===== config.mk =====
export PLATFORM = sky130hd
export DESIGN_NAME = multicycleController
export DESIGN_NICKNAME = d
export VERILOG_FILES = /design/src/hw/ctrlPkg.sv /design/src/hw/multicycleController.sv /design/src/hw/controlDecoder.sv /design/src/hw/stateSequencer.sv /design/src/hw/aluDecoder.sv
export SDC_FILE = /design/constraint.sdc
export NUM_CORES = 1
export LEC_CHECK = 0
export ABC_AREA = 1
export BUFFER_PORTS_ARGS = -buffer_cell sky130_fd_sc_hd__buf_4
export CORE_ASPECT_RATIO = 0.6
export CORE_UTILIZATION = 30
export CTS_CLUSTER_SIZE = 40
export DETAILED_ROUTE_END_ITERATION = 6
export MAX_ROUTING_LAYER = met4
export PLACE_DENSITY_LB_ADDON = 0.2
export SLEW_MARGIN = 20
export SYNTH_ARGS = -nofsm -noshare
export SYNTH_HDL_FRONTEND = slang
export SYNTH_SLANG_ARGS = --single-unit

===== constraint.sdc =====
create_clock -name clk -period 3.3 [get_ports clk]
set_input_delay 0.495 -clock clk [delete_from_list [all_inputs] [get_ports clk]]
set_output_delay 0.495 -clock clk [all_outputs]
set_load 0.02 [all_outputs]

===== src/hw/ctrlPkg.sv =====
// ***************************************
// control unit package: opcodes, state and
// mux select enums, instruction fields and
// the control word steering the datapath
// ***************************************
package ctrlPkg;

    // instruction field widths
    localparam int OPCODE_W = 7;
    localparam int FUNCT3_W = 3;
    localparam int FUNCT7_W = 7;

    // funct7 codes, alt turns add into sub
    localparam logic [FUNCT7_W-1:0] FUNCT7_BASE = 7'b0000000;
    localparam logic [FUNCT7_W-1:0] FUNCT7_ALT  = 7'b0100000;

    // funct3 codes common to R-type and I-type
    localparam logic [FUNCT3_W-1:0] F3_ADD = 3'b000;
    localparam logic [FUNCT3_W-1:0] F3_SLT = 3'b010;
    localparam logic [FUNCT3_W-1:0] F3_OR  = 3'b110;
    localparam logic [FUNCT3_W-1:0] F3_AND = 3'b111;

    typedef enum logic [OPCODE_W-1:0] {
        NOP    = 7'b0000000,
        LOAD   = 7'b0000011,
        OPIMM  = 7'b0010011,
        STORE  = 7'b0100011,
        OPREG  = 7'b0110011,
        BRANCH = 7'b1100011,
        // named so decode can reject it
        JAL    = 7'b1101111
    } opcode_e;

    typedef enum logic [3:0] {
        FETCH       = 4'd0,
        DECODE      = 4'd1,
        MEMADDR     = 4'd2,
        MEMREAD     = 4'd3,
        MEMWB       = 4'd4,
        MEMWRITE    = 4'd5,
        EXECR       = 4'd6,
        EXECI       = 4'd7,
        ALUWB       = 4'd8,
        BEQ         = 4'd9,
        BRANCHCHECK = 4'd10,
        FAULT       = 4'd11
    } ctrlState_e;

    // codes understood by the external ALU
    typedef enum logic [2:0] {
        ADD = 3'd0,
        SUB = 3'd1,
        AND = 3'd2,
        OR  = 3'd3,
        SLT = 3'd5
    } aluOp_e;

    typedef enum logic [1:0] {A_PC = 2'd0, A_OLDPC = 2'd1, A_REG = 2'd2} aluSrcA_e;
    typedef enum logic [1:0] {B_REG = 2'd0, B_IMM = 2'd1, B_FOUR = 2'd2} aluSrcB_e;
    typedef enum logic [1:0] {ALUOUT = 2'd0, DATA = 2'd1, ALURESULT = 2'd2} resultSrc_e;
    typedef enum logic [1:0] {ITYPE = 2'd0, STYPE = 2'd1, BTYPE = 2'd2} immSrc_e;

    // slice of the instruction register the controller looks at
    typedef struct packed {
        logic [OPCODE_W-1:0] opcode;
        logic [FUNCT3_W-1:0] funct3;
        logic [FUNCT7_W-1:0] funct7;
    } instrFields_t;

    // one Moore output word per state
    typedef struct packed {
        logic       pcWrite;
        logic       adrSrc;
        logic       memWrite;
        logic       irWrite;
        resultSrc_e resultSrc;
        aluOp_e     aluControl;
        aluSrcB_e   aluSrcB;
        aluSrcA_e   aluSrcA;
        immSrc_e    immSrc;
        logic       regWrite;
    } ctrlWord_t;

    // all strobes low, all selects at their zero code
    localparam ctrlWord_t IDLE_WORD = '0;

    // read instruction at PC, PC + 4 straight onto the result bus
    localparam ctrlWord_t FETCH_WORD = '{
        pcWrite:    1'b1,
        adrSrc:     1'b0,
        memWrite:   1'b0,
        irWrite:    1'b1,
        resultSrc:  ALURESULT,
        aluControl: ADD,
        aluSrcB:    B_FOUR,
        aluSrcA:    A_PC,
        immSrc:     ITYPE,
        regWrite:   1'b0
    };

endpackage

===== src/hw/multicycleController.sv =====
// ***************************************
// multicycle RISC-V controller top: ALU
// decoder, state sequencer, control decoder
// ***************************************
`timescale 1ns/1ps

module multicycleController
    import ctrlPkg::*;
(
    input  logic         clk,
    input  logic         reset,
    input  instrFields_t instr,
    input  logic         zero,
    output ctrlWord_t    ctrl,
    output ctrlState_e   state,
    output logic         fault
);

    aluOp_e aluOp;
    logic   illegal;
    aluOp_e heldAluOp;

    // combinational decode of the instruction register fields
    aluDecoder u_aluDecoder (
        .instr   (instr),
        .aluOp   (aluOp),
        .illegal (illegal)
    );

    // isStore only steers MEMADDR inside the sequencer
    stateSequencer u_stateSequencer (
        .clk       (clk),
        .reset     (reset),
        .instr     (instr),
        .aluOp     (aluOp),
        .illegal   (illegal),
        .state     (state),
        .heldAluOp (heldAluOp),
        .isStore   ()
    );

    controlDecoder u_controlDecoder (
        .state     (state),
        .heldAluOp (heldAluOp),
        .zero      (zero),
        .ctrl      (ctrl)
    );

    assign fault = (state == FAULT);

endmodule


===== src/hw/controlDecoder.sv =====
// ***************************************
// control decoder: Moore output word from
// the current state and held ALU op
// ***************************************
`timescale 1ns/1ps

module controlDecoder
    import ctrlPkg::*;
(
    input  ctrlState_e state,
    input  aluOp_e     heldAluOp,
    input  logic       zero,
    output ctrlWord_t  ctrl
);

    always_comb
    begin
        // every field not named below stays at its zero code
        ctrl = IDLE_WORD;
        case (state)
            FETCH:
            begin
                ctrl = FETCH_WORD;
            end
            DECODE:
            begin
                // idle, decode is settled inside the sequencer
                ctrl = IDLE_WORD;
            end
            MEMADDR:
            begin
                // rs1 + S-type offset
                ctrl.aluSrcA    = A_REG;
                ctrl.aluSrcB    = B_IMM;
                ctrl.aluControl = ADD;
                ctrl.immSrc     = STYPE;
            end
            MEMREAD:
            begin
                // ALUOut drives the memory address
                ctrl.adrSrc    = 1'b1;
                ctrl.resultSrc = ALUOUT;
            end
            MEMWRITE:
            begin
                ctrl.adrSrc    = 1'b1;
                ctrl.memWrite  = 1'b1;
                ctrl.resultSrc = ALURESULT;
            end
            MEMWB:
            begin
                // data register into rd
                ctrl.regWrite  = 1'b1;
                ctrl.resultSrc = DATA;
            end
            EXECR:
            begin
                ctrl.aluSrcA    = A_REG;
                ctrl.aluSrcB    = B_REG;
                ctrl.aluControl = heldAluOp;
            end
            EXECI:
            begin
                ctrl.aluSrcA    = A_REG;
                ctrl.aluSrcB    = B_IMM;
                ctrl.aluControl = heldAluOp;
                ctrl.immSrc     = ITYPE;
            end
            ALUWB:
            begin
                // ALUOut into rd
                ctrl.regWrite  = 1'b1;
                ctrl.resultSrc = ALUOUT;
            end
            BEQ:
            begin
                // rs1 - rs2, zero flag valid next cycle
                ctrl.aluSrcA    = A_REG;
                ctrl.aluSrcB    = B_REG;
                ctrl.aluControl = SUB;
            end
            BRANCHCHECK:
            begin
                // taken: PC <= oldPC + B-type offset
                if (zero)
                begin
                    ctrl.pcWrite    = 1'b1;
                    ctrl.aluSrcA    = A_OLDPC;
                    ctrl.aluSrcB    = B_IMM;
                    ctrl.aluControl = ADD;
                    ctrl.resultSrc  = ALURESULT;
                    ctrl.immSrc     = BTYPE;
                end
            end
            FAULT:
            begin
                ctrl = IDLE_WORD;
            end
            default:
            begin
                ctrl = IDLE_WORD;
            end
        endcase

        // memory and register file never written in the same cycle
        assert (!(ctrl.memWrite && ctrl.regWrite))
        else $error("memWrite and regWrite high together");
    end

endmodule


===== src/hw/stateSequencer.sv =====
// ***************************************
// state sequencer: Moore FSM state register
// and next-state table, latches the ALU op
// and load/store class at decode
// ***************************************
`timescale 1ns/1ps

module stateSequencer
    import ctrlPkg::*;
(
    input  logic         clk,
    input  logic         reset,
    input  instrFields_t instr,
    input  aluOp_e       aluOp,
    input  logic         illegal,
    output ctrlState_e   state,
    output aluOp_e       heldAluOp,
    output logic         isStore
);

    ctrlState_e nextState;

    // next-state table, one state per clock
    always_comb
    begin
        nextState = FAULT;
        case (state)
            FETCH:
            begin
                nextState = DECODE;
            end
            DECODE:
            begin
                // illegal funct or opcode wins over the opcode branch
                if (illegal)
                begin
                    nextState = FAULT;
                end
                else
                begin
                    case (instr.opcode)
                        LOAD, STORE: nextState = MEMADDR;
                        OPREG:       nextState = EXECR;
                        OPIMM:       nextState = EXECI;
                        BRANCH:      nextState = BEQ;
                        // nop is done after decode
                        NOP:         nextState = FETCH;
                        default:     nextState = FAULT;
                    endcase
                end
            end
            MEMADDR:
            begin
                // class was captured at decode, instr may have moved on
                nextState = isStore ? MEMWRITE : MEMREAD;
            end
            MEMREAD:     nextState = MEMWB;
            MEMWB:       nextState = FETCH;
            MEMWRITE:    nextState = FETCH;
            EXECR:       nextState = ALUWB;
            EXECI:       nextState = ALUWB;
            ALUWB:       nextState = FETCH;
            BEQ:         nextState = BRANCHCHECK;
            BRANCHCHECK: nextState = FETCH;
            // sticky until reset
            FAULT:       nextState = FAULT;
            default:     nextState = FAULT;
        endcase
    end

    // state register and instruction class
    always_ff @(posedge clk or posedge reset)
    begin
        if (reset)
        begin
            state   <= FETCH;
            isStore <= 1'b0;
        end
        else
        begin
            state <= nextState;
            if (state == DECODE)
            begin
                isStore <= (instr.opcode == STORE);
            end
        end
    end

    // ALU op held from decode through the execute state
    always_ff @(posedge clk)
    begin
        if (state == DECODE)
        begin
            heldAluOp <= aluOp;
        end
    end

    // once faulted, only reset brings the FSM back
    faultSticky: assert property (
        @(posedge clk) disable iff (reset)
        state == FAULT |=> state == FAULT
    ) else $error("state left FAULT without reset");

    // register never holds one of the four spare codes
    stateLegal: assert property (
        @(posedge clk) disable iff (reset)
        state inside {FETCH, DECODE, MEMADDR, MEMREAD, MEMWB, MEMWRITE,
                      EXECR, EXECI, ALUWB, BEQ, BRANCHCHECK, FAULT}
    ) else $error("state holds an unused encoding");

endmodule


===== src/hw/aluDecoder.sv =====
// ***************************************
// ALU decoder: opcode and funct fields to
// ALU operation plus an illegal flag
// ***************************************
`timescale 1ns/1ps

module aluDecoder
    import ctrlPkg::*;
(
    input  instrFields_t instr,
    output aluOp_e       aluOp,
    output logic         illegal
);

    always_comb
    begin
        aluOp   = ADD;
        illegal = 1'b0;
        case (instr.opcode)
            // address and compare setup use add, nop does not care
            LOAD, STORE, BRANCH, NOP:
            begin
                aluOp = ADD;
            end
            OPREG:
            begin
                case (instr.funct3)
                    F3_ADD:  aluOp = (instr.funct7 == FUNCT7_ALT) ? SUB : ADD;
                    F3_SLT:  aluOp = SLT;
                    F3_OR:   aluOp = OR;
                    F3_AND:  aluOp = AND;
                    // shifts, sltu, xor
                    default: illegal = 1'b1;
                endcase
                // alt funct7 is only legal together with add
                if (instr.funct7 != FUNCT7_BASE &&
                    !(instr.funct3 == F3_ADD && instr.funct7 == FUNCT7_ALT))
                begin
                    illegal = 1'b1;
                end
            end
            OPIMM:
            begin
                // funct7 is part of the immediate here
                case (instr.funct3)
                    F3_ADD:  aluOp = ADD;
                    F3_SLT:  aluOp = SLT;
                    F3_OR:   aluOp = OR;
                    F3_AND:  aluOp = AND;
                    // sltiu, xori, shifts not supported
                    default: illegal = 1'b1;
                endcase
            end
            // jal has no states in this controller
            JAL:
            begin
                illegal = 1'b1;
            end
            default:
            begin
                illegal = 1'b1;
            end
        endcase
    end

endmodule


### Word level (Yosys, flattened, before mapping)

Cells that the tools add are included.

* equal/unequal tests: 20
* multiplexer cells: 21
* reduce and logical (&&, ||, !) cells: 15

Operators with widths (count)
* $pmux 7 s6: 1
* $pmux 4 s7: 1
* $eq 7x6->1 const B: 3
* $pmux 4 s5: 1
* $eq 4x3->1 const B: 4
* $eq 4x4->1 const B: 4
* $pmux 3 s4: 1
* $reduce_or 4->1: 3
* $mux 11: 1
* $reduce_or 2->1: 5
* $pmux 3 s3: 1
* $eq 4x2->1 const B: 2
* $mux 1: 8
* $eq 7x2->1 const B: 1
* $eq 7x5->1 const B: 1
* $eq 7x7->1 const B: 1
* $logic_not 7->1: 1
* $reduce_bool 7->1: 1
* $eq 3x3->1 const B: 2
* $pmux 2 s3: 1
* $pmux 3 s2: 1
* $eq 4x1->1 const B: 1
* $logic_not 4->1: 1
* $mux 4: 1
* 8 further kinds: 9

* bits in registers: 8
* input port bits: 20
* output and inout bits: 21
* logic and storage cells: 59

### Depth between registers and ports, before layout

* depth in word-level cells: 8
* gate-level depth with buffers: 10
* gate-level depth less buffers: 10

### Modules after synthesis

Synthesis repeated with hierarchy kept, for this count alone.

* cells, all modules: 162
* area, all modules: 885.8 µm²

By module, submodules not included
* stateSequencer: instances 1, cells each 66, area each 464.2 µm², seq. area each 215.2 µm²
* aluDecoder: instances 1, cells each 50, area each 226.5 µm², seq. area each 0.0 µm²
* controlDecoder: instances 1, cells each 42, area each 177.7 µm², seq. area each 0.0 µm²
* multicycleController: instances 1, cells each 4, area each 17.5 µm², seq. area each 0.0 µm²

### Worst setup path after synthesis

OpenSTA, ideal clock, no wires.

* path type: reg2out
* start: register u_stateSequencer.state[2]
* end: output ctrl[14] in the netlist's numbering
* arrival time: 1458 ps
* required time: 2805 ps
* path slack: 1347 ps
* cell stages (with the launch flop): 7
* cells stage by stage: dfrtp_1 -> inv_1 -> nor2_1 -> inv_1 -> nor2_1 -> inv_1 -> o21ai_0

RTL lines
* from (decl): line stateSequencer.sv:16 `output ctrlState_e state,`
* from (signal assigned): line stateSequencer.sv:81 `state <= nextState;`
* to (decl): line multicycleController.sv:14 `output ctrlWord_t ctrl,`

==> results.md <==
- Status: finished, final reports clean
- Largest family of logic cells by synthesized area: simple AND/OR/NAND/NOR gates
- CP endpoint kind: output pin
- Antenna Violating Nets Remaining: 0
- Chip width: 68.0 µm
- Worst EP required: 2800 ps
- RSZ-0062 raised after global routing: no
- Worst setup path endpoint: ctrl[14]
- Post-Syn Instances: 132
- Crit path top cell by count: inv_1
- Vias in the first global route: 749
- Pin count of the biggest net entering global routing: 9
- Drt drc: 0
- GPL Wtd Cong: 0.850
- Min Tclk post-route: 1920 ps
- DR iter-0 viols: 45
- CORE AREA: 0.00231 mm²
- RR Startpoint: u_stateSequencer.state[3]
- Seq pwr share: 39.0%
- Placed Area: 0.00112 mm²
- TritonCTS clock tree: done
- Post-Syn Nets: 152
- # hold bufs at CTS: 0
- Synth Area in XOR/XNOR: 0%
- WL final: 1990 µm
- Setup WS pre-CTS: 1640 ps
- CTS Buffer Depth: 2
- Critical-path cell list: inv_1 > nor2_1 > inv_1 > nor2_1 > inv_1 > o21ai_0 > buf_4
- Final Cell Area: 0.00117 mm²
- Critical Path AT: 1420 ps
- Capturing point of the worst reg2reg path: u_stateSequencer.state[1]
- GRT Total Usage: 16.3%
- Nets@finish: 197
- CTS sink cnt: 8
- Worst skew pair latency: 230 ps
- Total negative setup slack: 0 ps
- Worst setup path start: u_stateSequencer.state[2]
- Setup Buffers After CTS: 0
- CTS buffer count: 3
- Via count: 905
- Simple-Gate Fraction of Synth Area: 44.0%
- Root Buffer: clkbuf_8
- Hold Crit Class: input pin to async pin
- # IOs: 41
- Number of port buffers: 40
- Final period utilization: 58.2%
- Synth Area in Compound Gates: 12.3%
- Internal: 0.207 mW
- Multiplexer area fraction after synthesis: 0%
- Global-route wire length before repair: 3330 µm
- Max-cap violations: 0
- Worst Path Buf+Inv: 4
- Synth unique cells: 20
- Part of the power in combinational logic: 14.6%
- Avg WL per Cell: 9.64 µm
- Initial core utilization: 34.0%
- Clk pin slew, worst setup/hold paths: 40 ps
- Clk_skew: 1.57 ps
- Stages on worst setup path: 7
- H-tree Lvls: 1
- FF+latch count, synth: 8
- Slew @ Worst Pin: 252 ps
- Worst vdd ir: 0.0000996 V
- Die height: 41.6 µm
- Switching component of the power: 0.0571 mW
- Post-CTS sizing: 0
- Max-slew headroom: 83.2%
- Antenna Cells: 0
- CP startpoint kind: flip-flop
- Syn Area/Cell: 5.94 µm²
- Yosys warnings: 0
- Vias per cell: 4.39
- Syn-to-layout area delta: 48.8%
- Die area: 0.00283 mm²
- Layout cells sized above 1: 34.7%
- Max Fclk: 521 MHz
- Crit-path slowest cell: dfrtp_1
- Max stage delay on crit path: 390 ps
- Critical Path Fanout Max: 4
- TritonRoute pass-1 iters: 4
- Mapped cell area: 785 µm²
- DP Wirelength: 1740 µm
- Post-Route Utilization: 50.5%
- Clk pwr share: 46.3%
- Static leakage: 0.660 nW
- Commonest non-fill, non-tap cell in the layout: buf_4
- Setup CP Type: flip-flop to output pin
- Power per Cell Area: 226 mW/mm²
- Final hold vios: 0
- R2R Setup Slk: 2080 ps
- Global route total overflow: 0
- Sw Share: 21.6%
- Sequential fraction of the synthesis area: 27.4%
- Synth Area in Adders: 0%
- Setup violators final: 0
- Row cnt: 13
- Final Slew Violations: 0
- Final Worst Setup Slack: 1380 ps
- Most frequent cells in the layout: buf_4, inv_1, nor2_1
- Antenna violations before repair: 0
- Family with the most delay on the worst path: buffers and inverters
- Worst reg2reg path depth: 5
==> registers in the layout (all words and copies together) (netlist names) <==
signal                      count
u_stateSequencer.heldAluOp      3
u_stateSequencer.state          4
u_stateSequencer.isStore        1
==> worst min path at each step <==
stage	depth (start not counted)	slack [ps]	to	from
after detailed placement	2	410	u_stateSequencer.state[3]	reset
after floorplan	1	270	u_stateSequencer.isStore	reset
after CTS	2	170	u_stateSequencer.state[3]	reset
after global routing	2	190	u_stateSequencer.state[2]	reset
after global placement	2	410	u_stateSequencer.state[2]	reset
final	2	160	u_stateSequencer.state[3]	reset
==> cell usage after synthesis <==
master	instances	area, µm²
nor3_1	1	5.00
o21ai_4	1	16.3
nor2_1	27	101
inv_2	5	18.8
nor4_1	1	6.26
o21ai_2	1	8.76
o21bai_1	1	7.51
edfxtp_1	3	90.1
o2111ai_1	1	8.76
o211ai_1	2	15.0
a21oi_1	3	15.0
nand3_1	12	60.1
nand2_2	2	12.5
nor2_8	1	20.0
nor2_2	8	50.1
o21ai_1	1	5.00
o21ai_0	4	20.0
dfrtp_1	5	125
inv_1	29	109
nand2_1	24	90.1
==> routing by layer <==
layer	GRT usage (%)	share of wire [%]	up-vias
met5	-	0	-
met4	4.58	0.91	0
met3	5.77	7.7	4
met2	18.6	38	30
met1	25.4	53	380
li1	-	-	491
==> logic make-up after synthesis <==
| group | count (synthesis) |
|---|---|
| flip-flops | 8 |
| AND/OR/NAND/NOR | 76 |
| AO/OA/AOI/OAI | 14 |
| buffers and inverters | 34 |
==> area by class of cell <==
class	count	area, µm²
clock buffer	4	45.0
inverter	34	128
sequential	8	215
fill	241	1140
tap	30	37.5
timing repair buffer	40	300
multi-input combinational	90	442
==> power by group through the flow <==
stage	clock (mW)	sequential [mW]	combinational, mW
finish	0.122	0.103	0.0387
global route	0.130	0.103	0.0441
CTS	0.126	0.103	0.0389
detailed placement	0	0.105	0.0388
global placement	0	0.105	0.0376
floorplan	0	0.105	0.0158
==> metrics by stage <==
step | power (mW) | hold slack [ps] | cells
floorplan | 0.120 | 274 | 132
global placement | 0.142 | 413 | 202
detailed placement | 0.143 | 414 | 202
CTS | 0.268 | 170 | 206
global route | 0.277 | 186 | 206
finish | 0.264 | 164 | 206
(Power assumes the default switching activity.)
